## src/cache_pkg.sv

```systemverilog
`default_nettype none

package cache_pkg;

    // Access modes, same codes as load/store funct3
    localparam logic [2:0] mode_b  = 3'd0;
    localparam logic [2:0] mode_h  = 3'd1;
    localparam logic [2:0] mode_w  = 3'd2;
    localparam logic [2:0] mode_bu = 3'd4;
    localparam logic [2:0] mode_hu = 3'd5;

    localparam int addr_width = 32;
    localparam int data_width = 32;

    // Address split: tag | set | byte offset
    localparam int tag_width    = 26;
    localparam int set_width    = 4;
    localparam int offset_width = 2;

    localparam int num_sets = 16;

    // Backing store is indexed by address bits 11..2
    localparam int mem_words       = 1024;
    localparam int mem_index_width = $clog2(mem_words);

    // One address word, seen either as a flat word or as cache fields
    typedef union packed {
        logic [addr_width-1:0] raw;
        struct packed {
            logic [tag_width-1:0]    tag;
            logic [set_width-1:0]    set;
            logic [offset_width-1:0] offset;
        } fields;
    } cache_addr_u;

endpackage

`default_nettype wire

```

## src/cache_way.sv

```systemverilog
`default_nettype none

module cache_way (
    input  logic                                clk,
    input  logic                                rst_n,
    input  cache_pkg::cache_addr_u              lookup_addr,
    input  logic                                fill,
    input  logic [cache_pkg::data_width-1:0]    fill_data,
    input  logic                                store,
    input  logic [3:0]                          be,
    input  logic [cache_pkg::data_width-1:0]    store_data,
    output logic                                valid,
    output logic                                hit,
    output logic [cache_pkg::data_width-1:0]    rdata
);

    logic [cache_pkg::num_sets-1:0]  valid_bits;
    logic [cache_pkg::tag_width-1:0] tag_ram [cache_pkg::num_sets];
    logic [cache_pkg::data_width-1:0] data_ram [cache_pkg::num_sets];
    logic [cache_pkg::set_width-1:0] set_idx;

    assign set_idx = lookup_addr.fields.set;

    // Combinational lookup of the addressed set
    assign valid = valid_bits[set_idx];
    assign hit   = valid && (tag_ram[set_idx] == lookup_addr.fields.tag);
    assign rdata = data_ram[set_idx];

    // A refill marks the set valid
    always_ff @(posedge clk or negedge rst_n) begin
        if (!rst_n) begin
            valid_bits <= '0;
        end else if (fill) begin
            valid_bits[set_idx] <= 1'b1;
        end
    end

    // Refill replaces tag and whole word while a store hit merges bytes
    always_ff @(posedge clk) begin
        if (fill) begin
            tag_ram[set_idx]  <= lookup_addr.fields.tag;
            data_ram[set_idx] <= fill_data;
        end else if (store && hit) begin
            for (int b = 0; b < 4; b++) begin
                if (be[b]) begin
                    data_ram[set_idx][8*b +: 8] <= store_data[8*b +: 8];
                end
            end
        end
    end

endmodule

`default_nettype wire

```

## config.mk

```make
export PLATFORM = sky130hd
export DESIGN_NAME = cache_way
export DESIGN_NICKNAME = d
export VERILOG_FILES = /design/src/cache_pkg.sv /design/src/cache_way.sv
export SDC_FILE = /design/constraint.sdc
export NUM_CORES = 1
export LEC_CHECK = 0
export ABC_CLOCK_PERIOD_IN_PS = 6600
export BUFFER_PORTS_ARGS = -buffer_cell sky130_fd_sc_hd__buf_2
export CAP_MARGIN = 40
export CORE_MARGIN = 2
export CORE_UTILIZATION = 50
export DETAILED_ROUTE_END_ITERATION = 8
export MAX_ROUTING_LAYER = met4
export PLACE_DENSITY = 0.75
export SLEW_MARGIN = 20
export SYNTH_ARGS = -nofsm -noshare
export SYNTH_HDL_FRONTEND = slang
export SYNTH_SLANG_ARGS = --single-unit
```

## constraint.sdc

```tcl
create_clock -name clk -period 6.6 [get_ports clk]
set_clock_uncertainty 0.1 [all_clocks]
set_input_delay 0.66 -clock clk [delete_from_list [all_inputs] [get_ports clk]]
set_output_delay 0.66 -clock clk [all_outputs]
set_load 0.02 [all_outputs]
```

==> flow_metrics.tcl, run 1 <==
set metrics [dict create \
    status "finished clean" \
    criticalPathCategory "input port to primary output" \
    initialDrtViolationCount 2244 \
    grt_first_pass_wirelength_um 127000 \
    rr_startpoint "tag_ram[10][17]" \
    fin_crit_sh 0.792 \
    cts.sinks 944 \
    drive_above_1_share 0.329 \
    ys_ff_latch 944 \
    yosys.area.top_type "edfxtp_1" \
    via_count 18900 \
    cp_slowest_cell "buf_8" \
    initial_core_util 0.506 \
    gr-usage-all-layers 0.230 \
    clk_pin_slew_ns 0.06 \
    finalWirelength_um 85800 \
    p_leak_uw 0.0142 \
    whs_path_depth 1 \
    post_drt_wl_per_cell_um 28.3 \
    clk_latency_ns 0.64 \
    hpwl_um 52100 \
    cts_max_level 3 \
    critPathBufInv 3 \
    yosys.area.top_type_share 0.740 \
    synth_common_cells "edfxtp_1 (928), mux4_2 (240), mux2i_1 (80), nor2_1 (79), mux2_2 (41)" \
    cp_max_fo 80 \
    cts.root.buffer_cell "clkbuf_16" \
    drc 0 \
    synth_most_common_cell "edfxtp_1" \
    ys_types 65 \
    area_growth_syn_to_layout_pct 14.6 \
    setup_tns_ns 0 \
    slowest_delay_ns 0.57 \
    tritoncts "built" \
    viasPerCell 6.24 \
    yosysSeqAreaShare 0.751 \
    cts-resized-gates 0 \
    drv_cap 0 \
    ios 138 \
    cp.arrival_ns 4.47 \
    reg2reg_slack_ns 2.23 \
    fp.dieW_um 278 \
    cp-end-kind "primary output" \
    port_buffers 135 \
    crit_family "simple AND/OR/NAND/NOR gates" \
    clock_path_buffers 3 \
    p_per_area_mw_per_mm2 297 \
    synth_area_leaders "edfxtp_1 (74%), mux4_2 (14%), mux2i_1 (2.1%)" \
    max_freq_ghz 0.191 \
    die_y_um 278 \
    finalMaxSlewViolations 0 \
    syn-num-nets 1858 \
    nets 2085 \
    synth_edf_count 928 \
    grt_max_degree 118 \
    holdBufCountCts 1 \
    rr_worst_depth 9 \
    core_mm2 0.0744 \
    grt_pass1_vias 19300 \
    overflow 0 \
    syn_area_mm2 0.0377 \
    cts_buffers 92 \
    hold_end "tag_ram[14][10]" \
    setup_viol 0 \
    hold_viol 0 \
    yosysWarningCount 0 \
    hp-start "lookup_addr[16]" \
    required_ns 5.84 \
    rows 100 \
    drt-pass1-iter-count 6 \
    r2r_end "data_ram[1][6]" \
    yosys_most_used_dff "edfxtp_1" \
    nFillCells 5188 \
    vdd_drop_max_uv 263 \
    postCtsSetupRepairBufs 0 \
    antenna_found_initial 7 \
    hp-class "input port to flip-flop" \
    slew-limit-headroom 0.299 \
    startpoint_type "input port" \
    synthCells 1754 \
    gp_congestion 0.848 \
    fin_crit_ns 5.23 \
    dieArea_mm2 0.0775 \
    syn_area_per_cell_um2 21.5 \
    ant_nets 0 \
    path_cells "buf_8 -> buf_4 -> mux4_2 -> o22ai_1 -> nor2_1 -> xor2_1 -> or4_1 -> nor4_2 -> and4_1 -> buf_2" \
    worst_pin_slew_ns 1.05 \
    synth-async-reset-ratio 0.0169 \
    grt_setup_unrepaired "false" \
    fin_util 0.579 \
]
[worst max-delay path by stage]
stage                   start                to  slack, ns  cells past startpoint
6_report       lookup_addr[2]               hit       1.37                     10
5_1_grt        lookup_addr[2]               hit       1.20                     10
4_1_cts        lookup_addr[2]               hit       1.35                     10
3_5_place_dp   lookup_addr[2]   data_ram[14][6]       1.03                     11
3_3_place_gp   lookup_addr[2]   data_ram[10][6]       1.18                     11
2_1_floorplan  lookup_addr[2]  data_ram[10][24]       2.33                     12
[cell families (layout without fill, tap and decap cells)]
| family | Yosys count | in the layout | share of synthesized area |
|---|---|---|---|
| flip-flops | 944 | 944 | 0.751 |
| AO/OA/AOI/OAI | 100 | 100 | 0.0210 |
| XOR/XNOR | 23 | 23 | 0.00535 |
| other | 0 | 6 | 0 |
| AND/OR/NAND/NOR | 224 | 224 | 0.0325 |
| buffers and inverters | 102 | 403 | 0.0134 |
| multiplexers | 361 | 361 | 0.177 |
[layout by cell type (no fill, tap or decap), types with 23 or more instances in the layout]
master	n
a22oi_1	23
buf_2	131
buf_4	65
clkbuf_1	23
clkbuf_16	92
edfxtp_1	928
mux2_2	41
mux2i_1	80
mux4_2	240
nand2_1	35
nor2_1	79
[worst reg2reg max path, delay by kind of cell, from the launching register on]
kind                   cells  cell delay [ns]
AO/OA/AOI/OAI              3             0.69
flip-flops                 1             0.38
AND/OR/NAND/NOR            3             1.65
buffers and inverters      1             0.27
multiplexers               2             0.89
[per-stage QoR]
step                cells  total power, uW  hold slack (ns)  worst slack [ns]  cell area, um^2
floorplan            1754             7400            0.264              2.33            37700
global placement     2803             7660            0.345              1.18            39400
detailed placement   2829             7710            0.348              1.03            39900
CTS                  2998            12900            0.279              1.35            42900
global route         3029            13200            0.302              1.20            43100
finish               3030            12800            0.314              1.37            43100
[per-layer routing]
metal | vias to the layer above | global-route usage | wire length (um) | part of all wire
met5 | - | - | 0 | 0
met1 | 9851 | 0.303 | 33200 | 0.39
met2 | 1058 | 0.370 | 43000 | 0.50
li1 | 7824 | - | - | -
met3 | 185 | 0.0376 | 7100 | 0.083
met4 | 0 | 0.0732 | 2400 | 0.028
[where the power goes]
group | total (uW) | switching [uW] | internal [uW]
clock | 5220 | 2210 | 3010
combinational | 840 | 493 | 346
sequential | 6760 | 36.9 | 6720
[area by class of cell]
type	count	area [um^2]	share of cell area
Tap cell	969	1210	0.0281
Antenna cell	6	15.0	0.000348
Multi-Input combinational cell	708	8910	0.206
Sequential cell	944	28300	0.655
Clock buffer	115	2390	0.0554
Timing Repair Buffer	223	1690	0.0393
Clock inverter	53	607	0.0141
Inverter	12	45.0	0.00104
[sequential cells by signal, indices dropped and copies added, names as in the netlist]
| register | flops |
|---|---|
| data_ram | 512 |
| tag_ram | 416 |
| valid_bits | 16 |
(Power assumes the default switching activity.)
==> run 2: changes to the inputs <==
- ABC_CLOCK_PERIOD_IN_PS: 6600 -> 4800
- PLACE_DENSITY: 0.75 -> 0.77
- clock period: 6.6 -> 4.8 ns (I/O delays scaled with it)
==> run 2 against run 1 <==
Effect of this change:
- hold slack got worse by 0.18 ns
- largest cell class unchanged
- critical path type unchanged
- cell count rose by 1.9%
- power rose by 36%
- final area rose by 0.95%
- register-to-register slack got worse by 1.6 ns
- die area did not move
==> flow_metrics.tcl, run 2 (same netlist as run 1, synthesis figures left out) <==
set metrics [dict create \
    initialDrtViolationCount 2101 \
    port_buffers 135 \
    ant_nets 0 \
    worst_pin_slew_ns 0.794 \
    cp_common_cell "buf_4" \
    tritoncts "built" \
    p_total_uw 17500 \
    slew-limit-headroom 0.469 \
    cts.root.buffer_cell "clkbuf_16" \
    cts.sinks 944 \
    hpwl_um 56700 \
    p_seq_frac 0.532 \
    gr-usage-all-layers 0.237 \
    core_mm2 0.0744 \
    hp-class "input port to flip-flop" \
    ios 138 \
    initial_core_util 0.506 \
    max_flop_register "data_ram" \
    path_cells "buf_4 -> buf_4 -> buf_4 -> mux4_2 -> mux2i_1 -> o32a_1 -> a22oi_1 -> a221oi_1 -> buf_4 -> buf_4 -> and4_1 -> buf_2" \
    rr_worst_depth 12 \
    rr_startpoint "tag_ram[11][11]" \
    nFillCells 5076 \
    cp_max_fo 27 \
    grt_first_pass_wirelength_um 129000 \
    combinationalPowerShare 0.068 \
    r2r_end "data_ram[12][21]" \
    fin_ws_ns 0.382 \
    via_count 19200 \
    dieArea_mm2 0.0775 \
    grt_max_degree 61 \
    status "finished clean" \
    whs_path_depth 1 \
    fin_crit_sh 0.920 \
    clk_latency_ns 0.65 \
    hold_viol 0 \
    power_switching_uw 3740 \
    fin_util 0.585 \
    cp-end-kind "primary output" \
    drv_cap 0 \
    antenna_found_initial 8 \
    critPathBufInv 6 \
    overflow 0 \
    wl_met3_um 8290 \
    routed.top_layer "met4" \
    layout_commonest_cell "edfxtp_1" \
    max_freq_ghz 0.226 \
    clk_pin_slew_ns 0.06 \
    setup_tns_ns 0 \
    drt-pass1-iter-count 5 \
    rows 100 \
    finalWirelength_um 88500 \
    grt_setup_unrepaired "false" \
    drc 0 \
    fp.dieW_um 278 \
    grt_pass1_vias 19600 \
    fin_crit_ns 4.42 \
    finalMaxSlewViolations 0 \
    startpoint_type "input port" \
    area_growth_syn_to_layout_pct 15.6 \
    layout_common_cells "edfxtp_1 (928), mux4_2 (240), buf_2 (131)" \
    p_per_area_mw_per_mm2 401 \
    reg2reg_slack_ns 0.62 \
    hp-start "lookup_addr[12]" \
    die_y_um 278 \
    cts_max_level 3 \
    pre_cts_ws_ns 0.0333 \
    slowest_delay_ns 0.47 \
    clock_path_buffers 3 \
    hold_end "tag_ram[10][6]" \
    setup_viol 0 \
    required_ns 4.22 \
    netSwitchingFraction 0.214 \
    cts_buffers 91 \
    p_int_uw 13700 \
    gp_congestion 0.913 \
    wl_met2_um 44200 \
    cp.arrival_ns 3.84 \
    p_leak_uw 0.0144 \
    cp_slowest_cell "mux2i_1" \
    drive_above_1_share 0.348 \
    criticalPathCategory "input port to primary output" \
    post_drt_wl_per_cell_um 28.6 \
    p_clk_frac 0.400 \
    largest_reg_flops 512 \
    nets 2141 \
    vdd_drop_max_uv 365 \
    viasPerCell 6.21 \
    top_regs "data_ram: 512 flops, tag_ram: 416 flops, valid_bits: 16 flops" \
    met1Wirelength_um 32900 \
    crit_family "buffers and inverters" \
]
run 2: cell count changes in the layout (fill, tap and decap cells not counted), sizes merged:
cell	previous run	this run
diode	6	8
buf	221	279
inv	18	14
bufinv	11	7
clkbuf	116	112
clkinvlp	2	9
clkinv	34	38
run 2: stage by stage:
| stage | hold WS, ns | std cells | instance area, um^2 |
|---|---|---|---|
| 5_1_grt | 0.119 | 3089 | 43500 |
| 2_1_floorplan | 0.0844 | 1754 | 37700 |
| 3_5_place_dp | 0.302 | 2899 | 40500 |
| 4_1_cts | 0.0974 | 3068 | 43400 |
| 6_report | 0.130 | 3089 | 43500 |
| 3_3_place_gp | 0.290 | 2846 | 39800 |
run 2: cell type report:
class | count | area, um^2 | share of cell area
diodes | 8 | 20.0 | 0.000460
clock buffers | 112 | 2420 | 0.0555
clock inverters | 56 | 497 | 0.0114
inverters | 12 | 45.0 | 0.00103
multi-input cells | 708 | 8910 | 0.205
flip-flops and latches | 944 | 28300 | 0.649
well taps | 969 | 1210 | 0.0278
repair buffers | 280 | 2180 | 0.0500
run 2: how the worst max path moves through the flow:
stage | start | endpoint | slack [ns] | cells after the start
after detailed placement | lookup_addr[2] | data_ram[14][15] | 0.03 | 9
after floorplan | lookup_addr[2] | data_ram[10][24] | 0.71 | 12
final | lookup_addr[5] | hit | 0.38 | 12
after global placement | lookup_addr[2] | data_ram[6][11] | 0.05 | 9
after global routing | lookup_addr[2] | rdata[23] | 0.14 | 8
after CTS | lookup_addr[2] | rdata[23] | 0.27 | 8
run 2: layer usage:
metal | vias to the layer above | global-route usage
met2 | 1075 | 0.379
met3 | 229 | 0.0562
met5 | - | -
met4 | 0 | 0.0840
li1 | 7950 | -
met1 | 9927 | 0.298
run 2: power by group through the flow:
stage,Clock [uW],Sequential (uW),Combinational (uW)
global placement,0,9450,1110
CTS,7060,9300,1180
global route,7370,9300,1250
detailed placement,0,9470,1170
finish,6980,9300,1180
floorplan,0,9450,729
run 2: repair_timing:
| item | CTS | global route |
|---|---|---|
| buffers inserted | 0 | 0 |
| endpoints found under the hold margin | 16 | 0 |
| hold buffers | 1 | 0 |
| resized for setup | 0 | 0 |
run 2: worst reg2reg max path, cell delays in order (launching register included):
cell and delay [ns]:
edfxtp_1 0.37, mux4_2 0.48, mux2i_1 0.28, xnor2_1 0.24
o311ai_0 0.23, a2111oi_1 0.53, buf_4 0.21, and4_1 0.20
a31oi_1 0.12, buf_4 0.21, buf_4 0.15, nor2_1 0.46
buf_4 0.28
==> run 3: changes to the inputs <==
- MAX_ROUTING_LAYER: met4 -> default
- REMOVE_ABC_BUFFERS: default -> 1
==> run 3 against run 2 <==
Effect of this change:
- utilization is 0.45 points lower
- via count decreased by 2.4%
- routed wire length is 5.2% lower
- power shrank 1.3%
- die area unchanged
- largest cell class unchanged
- critical endpoint unchanged
- first-iteration DRC count rose by 19%
- largest power group unchanged
- non-clock buffer count shrank 25
- combinational power is essentially flat
- clock power decreased by 3%
- setup slack barely moved
- register-to-register slack improved by 0.26 ns
- critical path type unchanged
==> flow_metrics.tcl, run 3 (same netlist as run 1, synthesis figures left out) <==
set metrics [dict create \
    status "finished clean" \
    fin_crit_sh 0.920 \
    insertedDiodeCount 0 \
    overflow 0 \
    ios 138 \
    post_drt_wl_per_cell_um 27.5 \
    criticalPathCategory "input port to primary output" \
    nets 2116 \
    fin_cells 3048 \
    nFillCells 5169 \
    clk_pin_slew_ns 0.06 \
    via_count 18700 \
    dp_cells 2886 \
    grt_max_degree 94 \
    wl_met3_um 6940 \
    grt_pass1_vias 19300 \
    wl_met2_um 42200 \
    cts_max_level 3 \
    die_y_um 278 \
    vdd_drop_max_uv 337 \
    p_leak_uw 0.0143 \
    layout_commonest_cell "edfxtp_1" \
    layout_common_cells "edfxtp_1 (928), mux4_2 (240), buf_2 (131)" \
    gr-usage-all-layers 0.219 \
    cts.root.buffer_cell "clkbuf_16" \
    routed.top_layer "met5" \
    cp_max_fo 34 \
    hold_slack_ns 0.124 \
    fp.dieW_um 278 \
    drv_cap 0 \
    clk_latency_ns 0.65 \
    finalMaxSlewViolations 0 \
    met1Wirelength_um 32400 \
    initial_core_util 0.506 \
    initialDrtViolationCount 2492 \
    grt_setup_unrepaired "false" \
    cp-end-kind "primary output" \
    hold_viol 0 \
    dieArea_mm2 0.0775 \
    gp_congestion 0.883 \
    viasPerCell 6.14 \
    finalWirelength_um 83900 \
    core_mm2 0.0744 \
    drt-pass1-iter-count 8 \
    setup_viol 0 \
    cts.sinks 944 \
    drive_above_1_share 0.337 \
    rows 100 \
    startpoint_type "input port" \
    area_growth_syn_to_layout_pct 14.7 \
    p_per_area_mw_per_mm2 399 \
    tritoncts "built" \
    grt_first_pass_wirelength_um 125000 \
    whs_path_depth 1 \
    max_flop_register "data_ram" \
    slew-limit-headroom 0.376 \
    antenna_found_initial 4 \
    cts-resized-gates 0 \
    cp.arrival_ns 3.84 \
    largest_reg_flops 512 \
    fin_crit_ns 4.42 \
    hp-class "input port to flip-flop" \
    required_ns 4.22 \
    top_regs "data_ram: 512 flops, tag_ram: 416 flops, valid_bits: 16 flops" \
    drc 0 \
    max_freq_ghz 0.226 \
    ant_nets 0 \
    setup_tns_ns 0 \
    rr_worst_depth 9 \
    port_buffers 135 \
    hpwl_um 52400 \
    worst_pin_slew_ns 0.936 \
    cts_buffers 91 \
    clock_path_buffers 3 \
]
run 3: cell count changes in the layout (fill, tap and decap cells not counted), moves of 2 or more:
cell / delta
buf_4: -16
buf_12: -9
diode_2: -8
buf_6: -6
buf_16: +5
clkinvlp_4: -5
bufinv_16: -2
clkbuf_1: -2
clkbuf_8: -2
clkinv_2: -2
clkinv_4: +2
inv_6: +2
run 3: cell type report:
| type | count | area [um^2] | share of cell area |
|---|---|---|---|
| Sequential cell | 944 | 28300 | 0.654 |
| Multi-Input combinational cell | 708 | 8910 | 0.206 |
| Tap cell | 969 | 1210 | 0.0281 |
| Clock inverter | 51 | 412 | 0.00953 |
| Clock buffer | 109 | 2410 | 0.0557 |
| Inverter | 12 | 45.0 | 0.00104 |
| Timing Repair Buffer | 255 | 1960 | 0.0453 |
run 3: where the power goes:
| part | internal (uW) | switching, uW | total (uW) |
|---|---|---|---|
| Sequential | 9240 | 51.5 | 9290 |
| Clock | 3840 | 2950 | 6800 |
| Combinational | 482 | 665 | 1150 |
run 3: final timing paths:
kind | startpoint | to | slack [ns]
worst max-delay path | lookup_addr[2] | hit | 0.38
worst min-delay path | lookup_addr[20] | tag_ram[9][14] | 0.12
worst max register to register | tag_ram[11][15] | data_ram[2][28] | 0.88
worst min register to register | valid_bits[3] | valid_bits[3] | 0.37
max in group asynchronous | rst_n | valid_bits[13] | 4.15
min in group asynchronous | rst_n | valid_bits[6] | 0.19
run 3: routing by layer:
layer / up-vias / GRT usage
li1: 7877 / -
met1: 9752 / 0.291
met2: 912 / 0.364
met3: 170 / 0.0463
met4: 8 / 0.0686
met5: - / 0
run 3: stage by stage:
step	area [um^2]	setup WS, ns	power, uW	util
after floorplan	37200	0.481	10100	-
after global placement	40000	0.231	10500	0.537
after detailed placement	40400	0.205	10600	0.542
after CTS	43200	0.430	17300	0.580
after global routing	43200	0.240	17700	0.580
final	43200	0.382	17200	0.580
run 3: timing repair:
item / CTS / global route
buffers inserted: 0 / 0
hold buffers: 1 / 0
hold endpoints to repair: 16 / 0
run 3: critical path: stages:
cell and delay, ns:
buf_8 0.33, buf_12 0.32, mux4_2 0.53, mux2i_1 0.18, xor2_1 0.35, nand4_1 0.29
a221oi_1 0.64, and4_1 0.42, buf_2 0.21
