$ cat config.mk
export PLATFORM = sky130hd
export DESIGN_NAME = cache_ctrl
export DESIGN_NICKNAME = d
export VERILOG_FILES = /design/src/cache_pkg.sv /design/src/cache_ctrl.sv
export SDC_FILE = /design/constraint.sdc
export NUM_CORES = 1
export LEC_CHECK = 0
export BUFFER_PORTS_ARGS = -buffer_cell sky130_fd_sc_hd__clkbuf_2
export CAP_MARGIN = 40
export CELL_PAD_IN_SITES_DETAIL_PLACEMENT = 2
export CELL_PAD_IN_SITES_GLOBAL_PLACEMENT = 2
export CORE_MARGIN = 2
export CORE_UTILIZATION = 29
export CTS_CLUSTER_DIAMETER = 200
export DETAILED_ROUTE_END_ITERATION = 8
export PLACE_DENSITY = 0.79
export REMOVE_ABC_BUFFERS = 1
export SYNTH_ARGS = -nofsm -noshare
export SYNTH_HDL_FRONTEND = slang
export SYNTH_SLANG_ARGS = --single-unit
$ cat constraint.sdc
create_clock -name clk -period 4.2 [get_ports clk]
set_input_delay 0.42 -clock clk [delete_from_list [all_inputs] [get_ports clk]]
set_output_delay 0.42 -clock clk [all_outputs]
set_load 0.1 [all_outputs]
$ cat src/cache_pkg.sv
`default_nettype none

package cache_pkg;

    // Access modes, same codes as load/store funct3
    localparam logic [2:0] mode_b  = 3'd0;
    localparam logic [2:0] mode_h  = 3'd1;
    localparam logic [2:0] mode_w  = 3'd2;
    localparam logic [2:0] mode_bu = 3'd4;
    localparam logic [2:0] mode_hu = 3'd5;

    localparam int addr_width = 32;
    localparam int data_width = 32;

    // Address split: tag | set | byte offset
    localparam int tag_width    = 26;
    localparam int set_width    = 4;
    localparam int offset_width = 2;

    localparam int num_sets = 16;

    // Backing store is indexed by address bits 11..2
    localparam int mem_words       = 1024;
    localparam int mem_index_width = $clog2(mem_words);

    // One address word, seen either as a flat word or as cache fields
    typedef union packed {
        logic [addr_width-1:0] raw;
        struct packed {
            logic [tag_width-1:0]    tag;
            logic [set_width-1:0]    set;
            logic [offset_width-1:0] offset;
        } fields;
    } cache_addr_u;

endpackage

`default_nettype wire

$ cat src/cache_ctrl.sv
`default_nettype none

module cache_ctrl (
    input  logic                                clk,
    input  logic                                rst_n,
    input  logic                                req,
    input  logic                                we,
    input  logic [2:0]                          mode,
    input  cache_pkg::cache_addr_u              addr,
    input  logic [cache_pkg::data_width-1:0]    wdata,
    input  logic                                hit0,
    input  logic                                hit1,
    input  logic [cache_pkg::data_width-1:0]    way0_data,
    input  logic [cache_pkg::data_width-1:0]    way1_data,
    input  logic                                valid0,
    input  logic                                valid1,
    input  logic [cache_pkg::data_width-1:0]    mem_rdata,
    output cache_pkg::cache_addr_u              lookup_addr,
    output logic                                fill0,
    output logic                                fill1,
    output logic                                store_out,
    output logic [3:0]                          be,
    output logic [cache_pkg::data_width-1:0]    store_data,
    output logic                                mem_re,
    output logic                                mem_we,
    output logic [cache_pkg::data_width-1:0]    rdata,
    output logic                                rvalid,
    output logic                                hit,
    output logic                                busy
);

    // Registered request
    logic                               req_q;
    logic                               we_q;
    logic [2:0]                         mode_q;
    cache_pkg::cache_addr_u             addr_q;
    logic [cache_pkg::data_width-1:0]   wdata_q;

    // Miss context, kept for the refill cycle
    logic                               in_refill;
    cache_pkg::cache_addr_u             miss_addr;
    logic [2:0]                         miss_mode;
    logic                               victim_q;

    // One bit per set, names the least recently used way
    logic [cache_pkg::num_sets-1:0]     lru;

    logic                               active;
    logic                               load_go;
    logic                               store_go;
    logic                               any_hit;
    logic                               victim;
    logic [cache_pkg::data_width-1:0]   hit_word;

    // Pick the addressed part of a word and extend it per mode
    function automatic logic [cache_pkg::data_width-1:0] load_extract(
        input logic [cache_pkg::data_width-1:0] word,
        input logic [1:0]                       offset,
        input logic [2:0]                       ld_mode
    );
        logic [cache_pkg::data_width-1:0] shifted;
        shifted = word >> {offset, 3'b000};
        case (ld_mode)
            cache_pkg::mode_b:  load_extract = {{24{shifted[7]}}, shifted[7:0]};
            cache_pkg::mode_bu: load_extract = {24'b0, shifted[7:0]};
            cache_pkg::mode_h:  load_extract = {{16{shifted[15]}}, shifted[15:0]};
            cache_pkg::mode_hu: load_extract = {16'b0, shifted[15:0]};
            default:            load_extract = word;
        endcase
    endfunction

    // Work happens only outside refill, a request captured then waits
    assign active   = req_q && !in_refill;
    assign load_go  = active && !we_q;
    assign store_go = active && we_q;

    assign any_hit  = hit0 || hit1;
    assign hit_word = hit1 ? way1_data : way0_data;

    // Invalid way first, way 0 before way 1, else LRU
    assign victim = !valid0 ? 1'b0 : (!valid1 ? 1'b1 : lru[addr_q.fields.set]);

    assign lookup_addr = in_refill ? miss_addr : addr_q;
    assign fill0       = in_refill && !victim_q;
    assign fill1       = in_refill && victim_q;

    // Write-through, every store goes to memory, ways update on hit only
    assign store_out = store_go;
    assign mem_we    = store_go;
    assign mem_re    = load_go;
    assign busy      = in_refill;

    // Store lane alignment
    always_comb begin
        case (mode_q)
            cache_pkg::mode_b, cache_pkg::mode_bu: begin
                be         = 4'b0001 << addr_q.fields.offset;
                store_data = {4{wdata_q[7:0]}};
            end
            cache_pkg::mode_h, cache_pkg::mode_hu: begin
                be         = addr_q.fields.offset[1] ? 4'b1100 : 4'b0011;
                store_data = {2{wdata_q[15:0]}};
            end
            cache_pkg::mode_w: begin
                be         = 4'b1111;
                store_data = wdata_q;
            end
            default: begin
                // Unknown mode writes nothing
                be         = 4'b0000;
                store_data = wdata_q;
            end
        endcase
    end

    always_ff @(posedge clk or negedge rst_n) begin
        if (!rst_n) begin
            req_q <= 1'b0;
        end else if (!in_refill) begin
            req_q <= req;
        end
    end

    always_ff @(posedge clk) begin
        if (!in_refill && req) begin
            we_q    <= we;
            mode_q  <= mode;
            addr_q  <= addr;
            wdata_q <= wdata;
        end
    end

    always_ff @(posedge clk) begin
        if (load_go && !any_hit) begin
            miss_addr <= addr_q;
            miss_mode <= mode_q;
            victim_q  <= victim;
        end
    end

    // Idle/refill sequence, result strobe and LRU upkeep
    always_ff @(posedge clk or negedge rst_n) begin
        if (!rst_n) begin
            in_refill <= 1'b0;
            rvalid    <= 1'b0;
            lru       <= '0;
        end else begin
            rvalid <= 1'b0;
            if (in_refill) begin
                in_refill                 <= 1'b0;
                rvalid                    <= 1'b1;
                lru[miss_addr.fields.set] <= !victim_q;
            end else if (active && any_hit) begin
                lru[addr_q.fields.set] <= hit0;
                rvalid                 <= !we_q;
            end else if (load_go) begin
                in_refill <= 1'b1;
            end
        end
    end

    always_ff @(posedge clk) begin
        if (in_refill) begin
            rdata <= load_extract(mem_rdata, miss_addr.fields.offset, miss_mode);
            hit   <= 1'b0;
        end else if (load_go && any_hit) begin
            rdata <= load_extract(hit_word, addr_q.fields.offset, mode_q);
            hit   <= 1'b1;
        end
    end

endmodule

`default_nettype wire

==> results of run 1 <==
==> worst max-delay path by stage <==
stage | from | end | slack [ns] | cells past startpoint
finish | busy | lookup_addr[27] | 1.19 | 3
global route | busy | lookup_addr[27] | 1.04 | 3
CTS | busy | lookup_addr[20] | 1.14 | 3
detailed placement | hit1 | rdata[16] | 1.25 | 6
global placement | miss_addr[1] | rdata[17] | 1.33 | 5
floorplan | busy | miss_addr[0] | -2.25 | 3
==> metrics by stage <==
stage / TNS (ns) / setup WS, ns / utilization
after global placement: 0 / 1.33 / 0.358
after global routing: 0 / 1.04 / 0.382
final: 0 / 1.19 / 0.382
after floorplan: -178.29 / -2.25 / -
after detailed placement: 0 / 1.25 / 0.360
after CTS: 0 / 1.14 / 0.382
==> cell usage after synthesis, types with 4 or more instances <==
cell,instances,area [µm²]
a21oi_1,10,50.1
a221o_1,8,80.1
a221oi_1,7,61.3
a22oi_1,18,135
a22oi_2,10,125
a32oi_1,4,35.0
and2_1,4,25.0
buf_1,10,37.5
buf_2,4,20.0
buf_4,9,67.6
clkbuf_1,23,86.3
dfrtp_1,19,475
edfxtp_1,136,4080
inv_1,6,22.5
mux2_2,64,721
mux2i_1,50,500
mux4_2,7,158
nand2_1,77,289
nand2b_1,24,150
nor2_1,30,113
nor2b_1,10,62.6
o211ai_1,8,60.1
o21ai_0,24,120
o221ai_1,7,61.3
o22ai_1,30,188
o311ai_0,7,61.3
==> layer usage <==
metal / wire length (µm) / share of wire
met1: 11500 / 0.41
met2: 13900 / 0.49
met3: 2070 / 0.073
met4: 660 / 0.023
met5: 38 / 0.0013
==> what timing repair did <==
| item | CTS | global route |
|---|---|---|
| hold endpoints to repair | 19 | 0 |
| hold buffers | 1 | 0 |
| gates resized for setup | 0 | 0 |
| endpoints found under the setup margin | 0 | 0 |
==> critical path, cell delays in order, from the launching register on <==
cell and delay [ns]:
dfrtp_2 0.77, buf_4 0.58, mux2_2 0.43, clkbuf_2 0.38
==> placed cells by master (no fill, tap or decap), types with 2 or more instances in the layout <==
cell type / synthesis / layout
a22oi_1: 18 / 18
diode_2: 0 / 3
o211ai_1: 8 / 8
inv_8: 0 / 5
clkbuf_16: 0 / 17
and2_1: 4 / 4
o221ai_1: 7 / 7
a22oi_2: 10 / 10
nor2_1: 30 / 30
edfxtp_1: 136 / 136
or3_1: 2 / 2
mux4_2: 7 / 7
nand3_1: 3 / 3
inv_6: 0 / 3
nor3_1: 3 / 3
o31ai_1: 2 / 2
nand3b_1: 2 / 2
mux2i_1: 50 / 50
or2_2: 3 / 3
o21ai_0: 24 / 24
clkbuf_2: 0 / 278
o311ai_0: 7 / 7
buf_4: 9 / 7
o22ai_1: 30 / 30
a221oi_1: 7 / 7
nand2b_1: 24 / 24
a221o_1: 8 / 8
a32oi_1: 4 / 4
inv_1: 6 / 6
a21oi_1: 10 / 9
nor3b_1: 3 / 2
nor2b_1: 10 / 9
nand2_1: 77 / 77
clkinv_8: 0 / 4
dfrtp_1: 19 / 18
mux2_2: 64 / 64
==> cell type report <==
type	count	area (µm²)	area share
Sequential cell	156	4580	0.443
Tap cell	341	427	0.0413
Timing Repair Buffer	289	1520	0.147
Clock buffer	17	425	0.0412
Inverter	6	22.5	0.00218
Clock inverter	15	168	0.0162
Multi-Input combinational cell	423	3190	0.309
Antenna cell	3	7.51	0.000726
==> flip-flops by register name, indices dropped and copies added (netlist names) <==
signal	cells
miss_addr	32
addr_q	32
rvalid	1
miss_mode	3
victim_q	1
we_q	1
busy	1
rdata	32
mode_q	3
lru	16
wdata_q	32
hit	1
req_q	1
==> logic make-up (layout without fill, tap and decap cells) <==
kind of cell / after synthesis / in the layout / share of synthesized area
multiplexers: 121 / 121 / 0.172
AND/OR/NAND/NOR: 162 / 162 / 0.0930
AO/OA/AOI/OAI: 140 / 140 / 0.131
buffers and inverters: 54 / 327 / 0.0320
flip-flops: 156 / 156 / 0.572
other: 0 / 3 / 0
==> power by group through the flow <==
| stage | registers [mW] | logic, mW | clock network, mW |
|---|---|---|---|
| after floorplan | 2.09 | 0.589 | 0 |
| after global placement | 1.87 | 1.07 | 0 |
| after detailed placement | 1.88 | 1.09 | 0 |
| after CTS | 1.85 | 1.10 | 1.59 |
| after global routing | 1.86 | 1.14 | 1.65 |
| final | 1.84 | 1.09 | 1.55 |
==> impl_metrics.py, run 1 <==
metrics = {
    "sta": {
        "fmax_mhz": 332,
        "slew_headroom": 0.487,
        "grt_setup_unrepaired": "no",
        "tightest_slew_ns": 0.767,
        "setup_viol": 0,
        "fin_worst_skew_ns": 0.0210,
        "finalCritPeriodShare": 0.718,
        "slew_viol_final": 0,
        "hold_violations": 0,
        "hold_slack_ns": 0.165,
        "min_period_ns": 3.01,
    },
    "synthesis": {
        "synth_area_mm2": 0.00801,
        "ys.flop_type": "edfxtp_1",
        "synth_edf_count": 136,
        "synth-seq-area-share": 0.572,
        "synthCells": 633,
        "async_flop_share": 0.122,
        "yosys_register_bits": 156,
        "synthDistinctLibCells": 41,
        "synth-warning-count": 0,
        "synth.avg_cell_area_um2": 12.7,
    },
    "power": {
        "powerDensity_mw_per_mm2": 434,
        "finalPower_mw": 4.48,
        "p_int_mw": 2.84,
        "switchingPower_mw": 1.65,
        "p_leak_nw": 4.29,
        "peakVddDrop_mv": 0.219,
        "clockPowerShare": 0.346,
        "pwr-share-seq": 0.411,
        "combPwrFrac": 0.242,
        "switching_share": 0.367,
    },
    "final_layout": {
        "final_cell_count_no_fill": 1250,
        "finalNetCount": 1064,
        "drive_gt1_frac": 0.453,
        "num-fill-cells": 2877,
        "area_delta_synth_final_pct": 29.1,
        "finish.instance_area_mm2": 0.0103,
    },
    "route": {
        "drc": 0,
        "num_vias": 6565,
        "antenna_left": 0,
        "viasPerCell": 5.25,
        "first_pass_iters": 4,
        "drtIter0Drc": 370,
        "wl_per_cell_um": 22.5,
        "wl_um": 28200,
    },
    "critical_path": {
        "timing.rr.start": "addr_q[0]",
        "critical_path_class": "reg -> out",
        "rr_worst_depth": 4,
        "arrival_ns": 2.59,
        "worst-r2r-setup-slack_ns": 1.40,
        "cp_max_fo": 39,
        "cp-start-kind": "flip-flop",
        "worst_r2r_endpoint": "rdata[16]",
        "required_ns": 3.78,
        "end_kind": "output pin",
    },
    "clock_tree": {
        "clk_pin_slew_worst_paths_ns": 0.08,
        "cts_max_level": 4,
        "clkSinkCount": 156,
        "clk_path_buf_depth": 2,
        "cts-buffers-inserted": 17,
        "postCtsSetupBuffers": 0,
        "clockRootBuffer": "clkbuf_16",
        "cts_tree": "done",
        "insertion_delay_ns": 0.43,
    },
    "global_route": {
        "grt_max_degree": 51,
        "grt-busiest-layer": "met2",
        "met3_usage": 0.0553,
        "gr-total-overflow": 0,
        "antenna_found_initial": 6,
        "grt_first_pass_wirelength_um": 42700,
        "grt_use_met2": 0.334,
        "use_met1": 0.239,
        "track_usage": 0.196,
        "grt_pass1_vias": 7260,
    },
    "placement": {
        "dpl-instance-area_mm2": 0.00973,
        "portBuffers": 278,
        "place_inst": 1214,
        "dp_hpwl_um": 20800,
        "gp_congestion": 0.859,
    },
    "worst_hold_path": {
        "min_from": "wdata[23]",
        "hold_class": "in -> reg",
        "holdPathEnd": "wdata_q[23]",
        "hold_depth": 1,
    },
    "job": {
        "max_cap_viol_count": 0,
    },
    "floorplan": {
        "die-area_mm2": 0.0290,
        "die_w_um": 170,
        "initial_core_util": 0.296,
        "fp.coreArea_mm2": 0.0270,
        "rows": 60,
        "die_h_um": 170,
        "ios": 279,
    },
    "outcome": {
        "status": "completed",
    },
}
Note: power is estimated with default switching activity, not from simulation.
==> run 2, diff against run 1 <==
Clock period 4.2 ns to 2.5 ns, I/O delays scaled along.
==> impl_metrics.py, run 2 (synthesis results as in run 1) <==
metrics = {
    "sta": {
        "slew_headroom": 0.543,
        "setup_slack_ns": 0.146,
        "fin_worst_skew_ns": 0.0190,
        "fmax_mhz": 425,
        "hold_violations": 0,
        "hold_slack_ns": 0.0254,
        "setup_viol": 0,
        "fin_setup_tns_ns": 0,
        "slew_viol_final": 0,
        "finalCritPeriodShare": 0.942,
        "grt_setup_unrepaired": "no",
        "tightest_slew_ns": 0.683,
        "min_period_ns": 2.35,
    },
    "floorplan": {
        "ios": 279,
        "fp.coreArea_mm2": 0.0270,
        "die_h_um": 170,
        "rows": 60,
        "initial_core_util": 0.296,
        "die_w_um": 170,
        "die-area_mm2": 0.0290,
    },
    "route": {
        "antenna_left": 0,
        "drtIter0Drc": 323,
        "wl_um": 30100,
        "viasPerCell": 5.12,
        "num_vias": 6834,
        "drc": 0,
        "wl_per_cell_um": 22.5,
        "first_pass_iters": 4,
    },
    "placement": {
        "portBuffers": 278,
        "gp_congestion": 0.884,
        "dp_slack_ns": 0.129,
        "dpl-instance-area_mm2": 0.00997,
        "place_inst": 1232,
        "dp_hpwl_um": 21000,
    },
    "critical_path": {
        "rr_worst_depth": 6,
        "cp-start-kind": "flip-flop",
        "arrival_ns": 2.10,
        "end_kind": "output pin",
        "cp_max_fo": 12,
        "critical_path_class": "reg -> out",
        "required_ns": 2.25,
    },
    "clock_tree": {
        "cts_tree": "done",
        "postCtsSetupBuffers": 0,
        "insertion_delay_ns": 0.43,
        "clk_path_buf_depth": 2,
        "cts_max_level": 4,
        "clkSinkCount": 156,
        "cts-buffers-inserted": 17,
        "clk_pin_slew_worst_paths_ns": 0.07,
        "clockRootBuffer": "clkbuf_16",
    },
    "global_route": {
        "grt_pass1_vias": 7830,
        "antenna_found_initial": 6,
        "gr-total-overflow": 0,
        "grt_first_pass_wirelength_um": 46400,
        "grt_max_degree": 70,
        "track_usage": 0.213,
    },
    "outcome": {
        "status": "completed",
    },
    "power": {
        "finalPower_mw": 7.81,
        "p_leak_nw": 4.71,
        "peakVddDrop_mv": 0.409,
        "powerDensity_mw_per_mm2": 692,
    },
    "worst_hold_path": {
        "hold_depth": 1,
        "hold_class": "in -> reg",
    },
    "final_layout": {
        "finish.instance_area_mm2": 0.0113,
        "finalNetCount": 1148,
        "num-fill-cells": 2802,
        "final_common_cell": "clkbuf_2",
        "final_cell_count_no_fill": 1336,
        "area_delta_synth_final_pct": 40.9,
        "multi_input_area_mm2": 0.00319,
        "layout_common_cells": "clkbuf_2, edfxtp_1, nand2_1, dlygate4sd3_1, mux2_2",
        "final_core_util": 0.418,
        "seq_area_mm2": 0.00458,
        "drive_gt1_frac": 0.434,
    },
    "job": {
        "max_cap_viol_count": 0,
    },
}
run 2: critical path, stage by stage (launching register included):
cell and delay (ns):
edfxtp_1 0.46, buf_4 0.25, nor2b_1 0.18, o31ai_1 0.29, buf_2 0.50
run 2: layout make-up:
type | instances | share of cell area
Inverter | 6 | 0.00200
Clock buffer | 17 | 0.0377
Clock inverter | 15 | 0.0183
Timing Repair Buffer | 373 | 0.214
Multi-Input combinational cell | 423 | 0.283
Sequential cell | 156 | 0.406
Tap cell | 341 | 0.0378
Antenna cell | 5 | 0.00111
run 2: per-layer routing:
layer,global-route usage,wire (µm),vias up,part of all wire
met5,0,21,-,0.00070
met4,0.0732,680,4,0.023
met3,0.0602,1860,42,0.062
met2,0.373,15200,229,0.50
met1,0.251,12300,3421,0.41
li1,-,-,3138,-
run 2: timing repair:
| item | 4_1_cts | 5_1_grt |
|---|---|---|
| endpoints found under the setup margin | 8 | 2 |
| endpoints found under the hold margin | 82 | 3 |
| gates resized for setup | 1 | 2 |
| hold buffers | 64 | 3 |
run 2: worst paths after layout:
kind                             from       endpoint  slack, ns
setup / recovery            addr_q[0]          be[0]       0.15
hold / removal              wdata[11]    wdata_q[11]       0.03
setup reg to reg                 busy        lru[10]       0.22
hold reg to reg            addr_q[20]  miss_addr[20]       0.45
max in group asynchronous       rst_n           busy       1.76
min in group asynchronous       rst_n         lru[5]       0.34
run 2: power by group:
part | switching (mW) | internal (mW)
Clock | 1.34 | 1.39
Sequential | 0.0783 | 3.00
Combinational | 1.46 | 0.534
Total | 2.88 | 4.92
==> run 3, diff against run 2 <==
Settings changed: PLACE_DENSITY 0.79 to 0.88.
==> impl_metrics.py, run 3 (synthesis results as in run 1) <==
metrics = {
    "power": {
        "p_leak_nw": 4.70,
        "combPwrFrac": 0.257,
        "clockPowerShare": 0.350,
        "switching_share": 0.372,
        "peakVddDrop_mv": 0.358,
        "pwr-share-seq": 0.393,
        "p_int_mw": 4.93,
        "powerDensity_mw_per_mm2": 695,
        "switchingPower_mw": 2.92,
    },
    "global_route": {
        "track_usage": 0.222,
        "grt_max_degree": 70,
        "antenna_found_initial": 7,
        "gr-total-overflow": 0,
        "grt_first_pass_wirelength_um": 47900,
        "grt_pass1_vias": 7888,
    },
    "clock_tree": {
        "cts_tree": "done",
        "clk_pin_slew_worst_paths_ns": 0.07,
        "clockRootBuffer": "clkbuf_16",
        "clkSinkCount": 156,
        "postCtsSetupBuffers": 0,
        "cts-buffers-inserted": 17,
        "cts_max_level": 4,
        "insertion_delay_ns": 0.44,
        "clk_path_buf_depth": 2,
    },
    "sta": {
        "fin_worst_skew_ns": 0.0156,
        "tightest_slew_ns": 0.779,
        "setup_viol": 0,
        "finalCritPeriodShare": 0.954,
        "grt_setup_unrepaired": "no",
        "hold_violations": 0,
        "slew_headroom": 0.479,
        "slew_viol_final": 0,
        "hold_slack_ns": 0.0191,
        "min_period_ns": 2.39,
        "fmax_mhz": 419,
    },
    "floorplan": {
        "die_h_um": 170,
        "initial_core_util": 0.296,
        "ios": 279,
        "die-area_mm2": 0.0290,
        "rows": 60,
        "fp.coreArea_mm2": 0.0270,
        "die_w_um": 170,
    },
    "route": {
        "wl_per_cell_um": 23.9,
        "drtIter0Drc": 437,
        "first_pass_iters": 5,
        "antenna_left": 0,
        "viasPerCell": 5.31,
        "wl_um": 31800,
        "drc": 0,
        "num_vias": 7063,
    },
    "worst_hold_path": {
        "hold_class": "in -> reg",
        "min_from": "addr[1]",
        "hold_depth": 1,
    },
    "critical_path": {
        "cp_slowest_stage_delay_ns": 0.56,
        "cp-startpoint": "addr_q[0]",
        "timing.rr.start": "addr_q[0]",
        "cp.depth": 4,
        "rr_worst_depth": 4,
        "arrival_ns": 2.14,
        "path_buf_inv": 2,
        "end_kind": "output pin",
        "cp_top_family": "buffers and inverters",
        "cp_slowest_cell": "edfxtp_1",
        "required_ns": 2.25,
        "cp_max_fo": 9,
        "critical_path_class": "reg -> out",
        "path_cells": "buf_4 -> nor2b_1 -> o31ai_1 -> clkbuf_2",
        "cp-start-kind": "flip-flop",
    },
    "final_layout": {
        "layout_common_cells": "clkbuf_2, edfxtp_1, nand2_1, dlygate4sd3_1, mux2_2",
        "area_delta_synth_final_pct": 41.0,
        "num-fill-cells": 2825,
        "drive_gt1_frac": 0.433,
        "finalNetCount": 1144,
        "finish.instance_area_mm2": 0.0113,
        "final_common_cell": "clkbuf_2",
        "final_cell_count_no_fill": 1331,
        "seq_area_mm2": 0.00458,
        "multi_input_area_mm2": 0.00319,
    },
    "placement": {
        "dp_hpwl_um": 21800,
        "gp_congestion": 0.927,
        "place_inst": 1229,
        "dpl-instance-area_mm2": 0.00998,
        "portBuffers": 278,
    },
    "job": {
        "max_cap_viol_count": 0,
    },
    "outcome": {
        "status": "completed",
    },
}
## run 3: cell count changes in the layout (fill, tap and decap cells not counted)
cell           change
clkbuf_2           +1
dlygate4sd3_1      -1
buf_12             +3
clkbuf_4           +1
diode_2            -1
buf_4              -6
buf_2              -2
## run 3: what timing repair did
action	CTS	global route
hold buffers	66	0
gates resized for setup	0	3
endpoints found under the hold margin	84	0
setup endpoints to repair	0	9
## run 3: area by class of cell
class                           count  share of cell area
Sequential cell                   156               0.406
Antenna cell                        4            0.000887
Multi-Input combinational cell    423               0.283
Tap cell                          341              0.0378
Inverter                            6             0.00199
Timing Repair Buffer              369               0.215
Clock buffer                       17              0.0377
Clock inverter                     15              0.0183
## run 3: final timing paths
path                                  to  slack, ns
max in group asynchronous           busy       1.77
min reg2reg                miss_addr[29]       0.45
min                            addr_q[1]       0.02
max                                be[0]       0.11
min in group asynchronous         lru[6]       0.33
max reg2reg                    rdata[19]       0.16
## run 3: power by group through the flow
stage               Combinational (mW)  Sequential [mW]  Clock (mW)
finish                            2.02             3.08        2.75
global route                      2.10             3.10        2.90
CTS                               2.01             3.09        2.80
detailed placement                1.92             3.14           0
global placement                  1.88             3.13           0
floorplan                        0.989             3.50           0
## run 3: worst reg2reg max path, delay by kind of cell (launching register included)
family	cells	cell delay, ns
multiplexers	1	0.38
flip-flops	1	0.58
AND/OR/NAND/NOR	1	0.54
AO/OA/AOI/OAI	2	0.65
## run 3: stage by stage
| step | setup TNS, ns | power, mW | utilization | setup WS [ns] |
|---|---|---|---|---|
| floorplan | -503.47 | 4.49 | - | -3.95 |
| global placement | 0 | 5.01 | 0.369 | 0.210 |
| detailed placement | 0 | 5.07 | 0.369 | 0.0350 |
| CTS | 0 | 7.90 | 0.417 | 0.0289 |
| global route | 0 | 8.11 | 0.418 | 0.0478 |
| finish | 0 | 7.85 | 0.418 | 0.114 |
## run 3: metal layers
layer,part of all wire,routed length (µm),track usage
met3,0.063,1990,0.0547
met2,0.52,16700,0.398
met5,0.0016,51,0
met1,0.39,12300,0.254
met4,0.025,799,0.0862
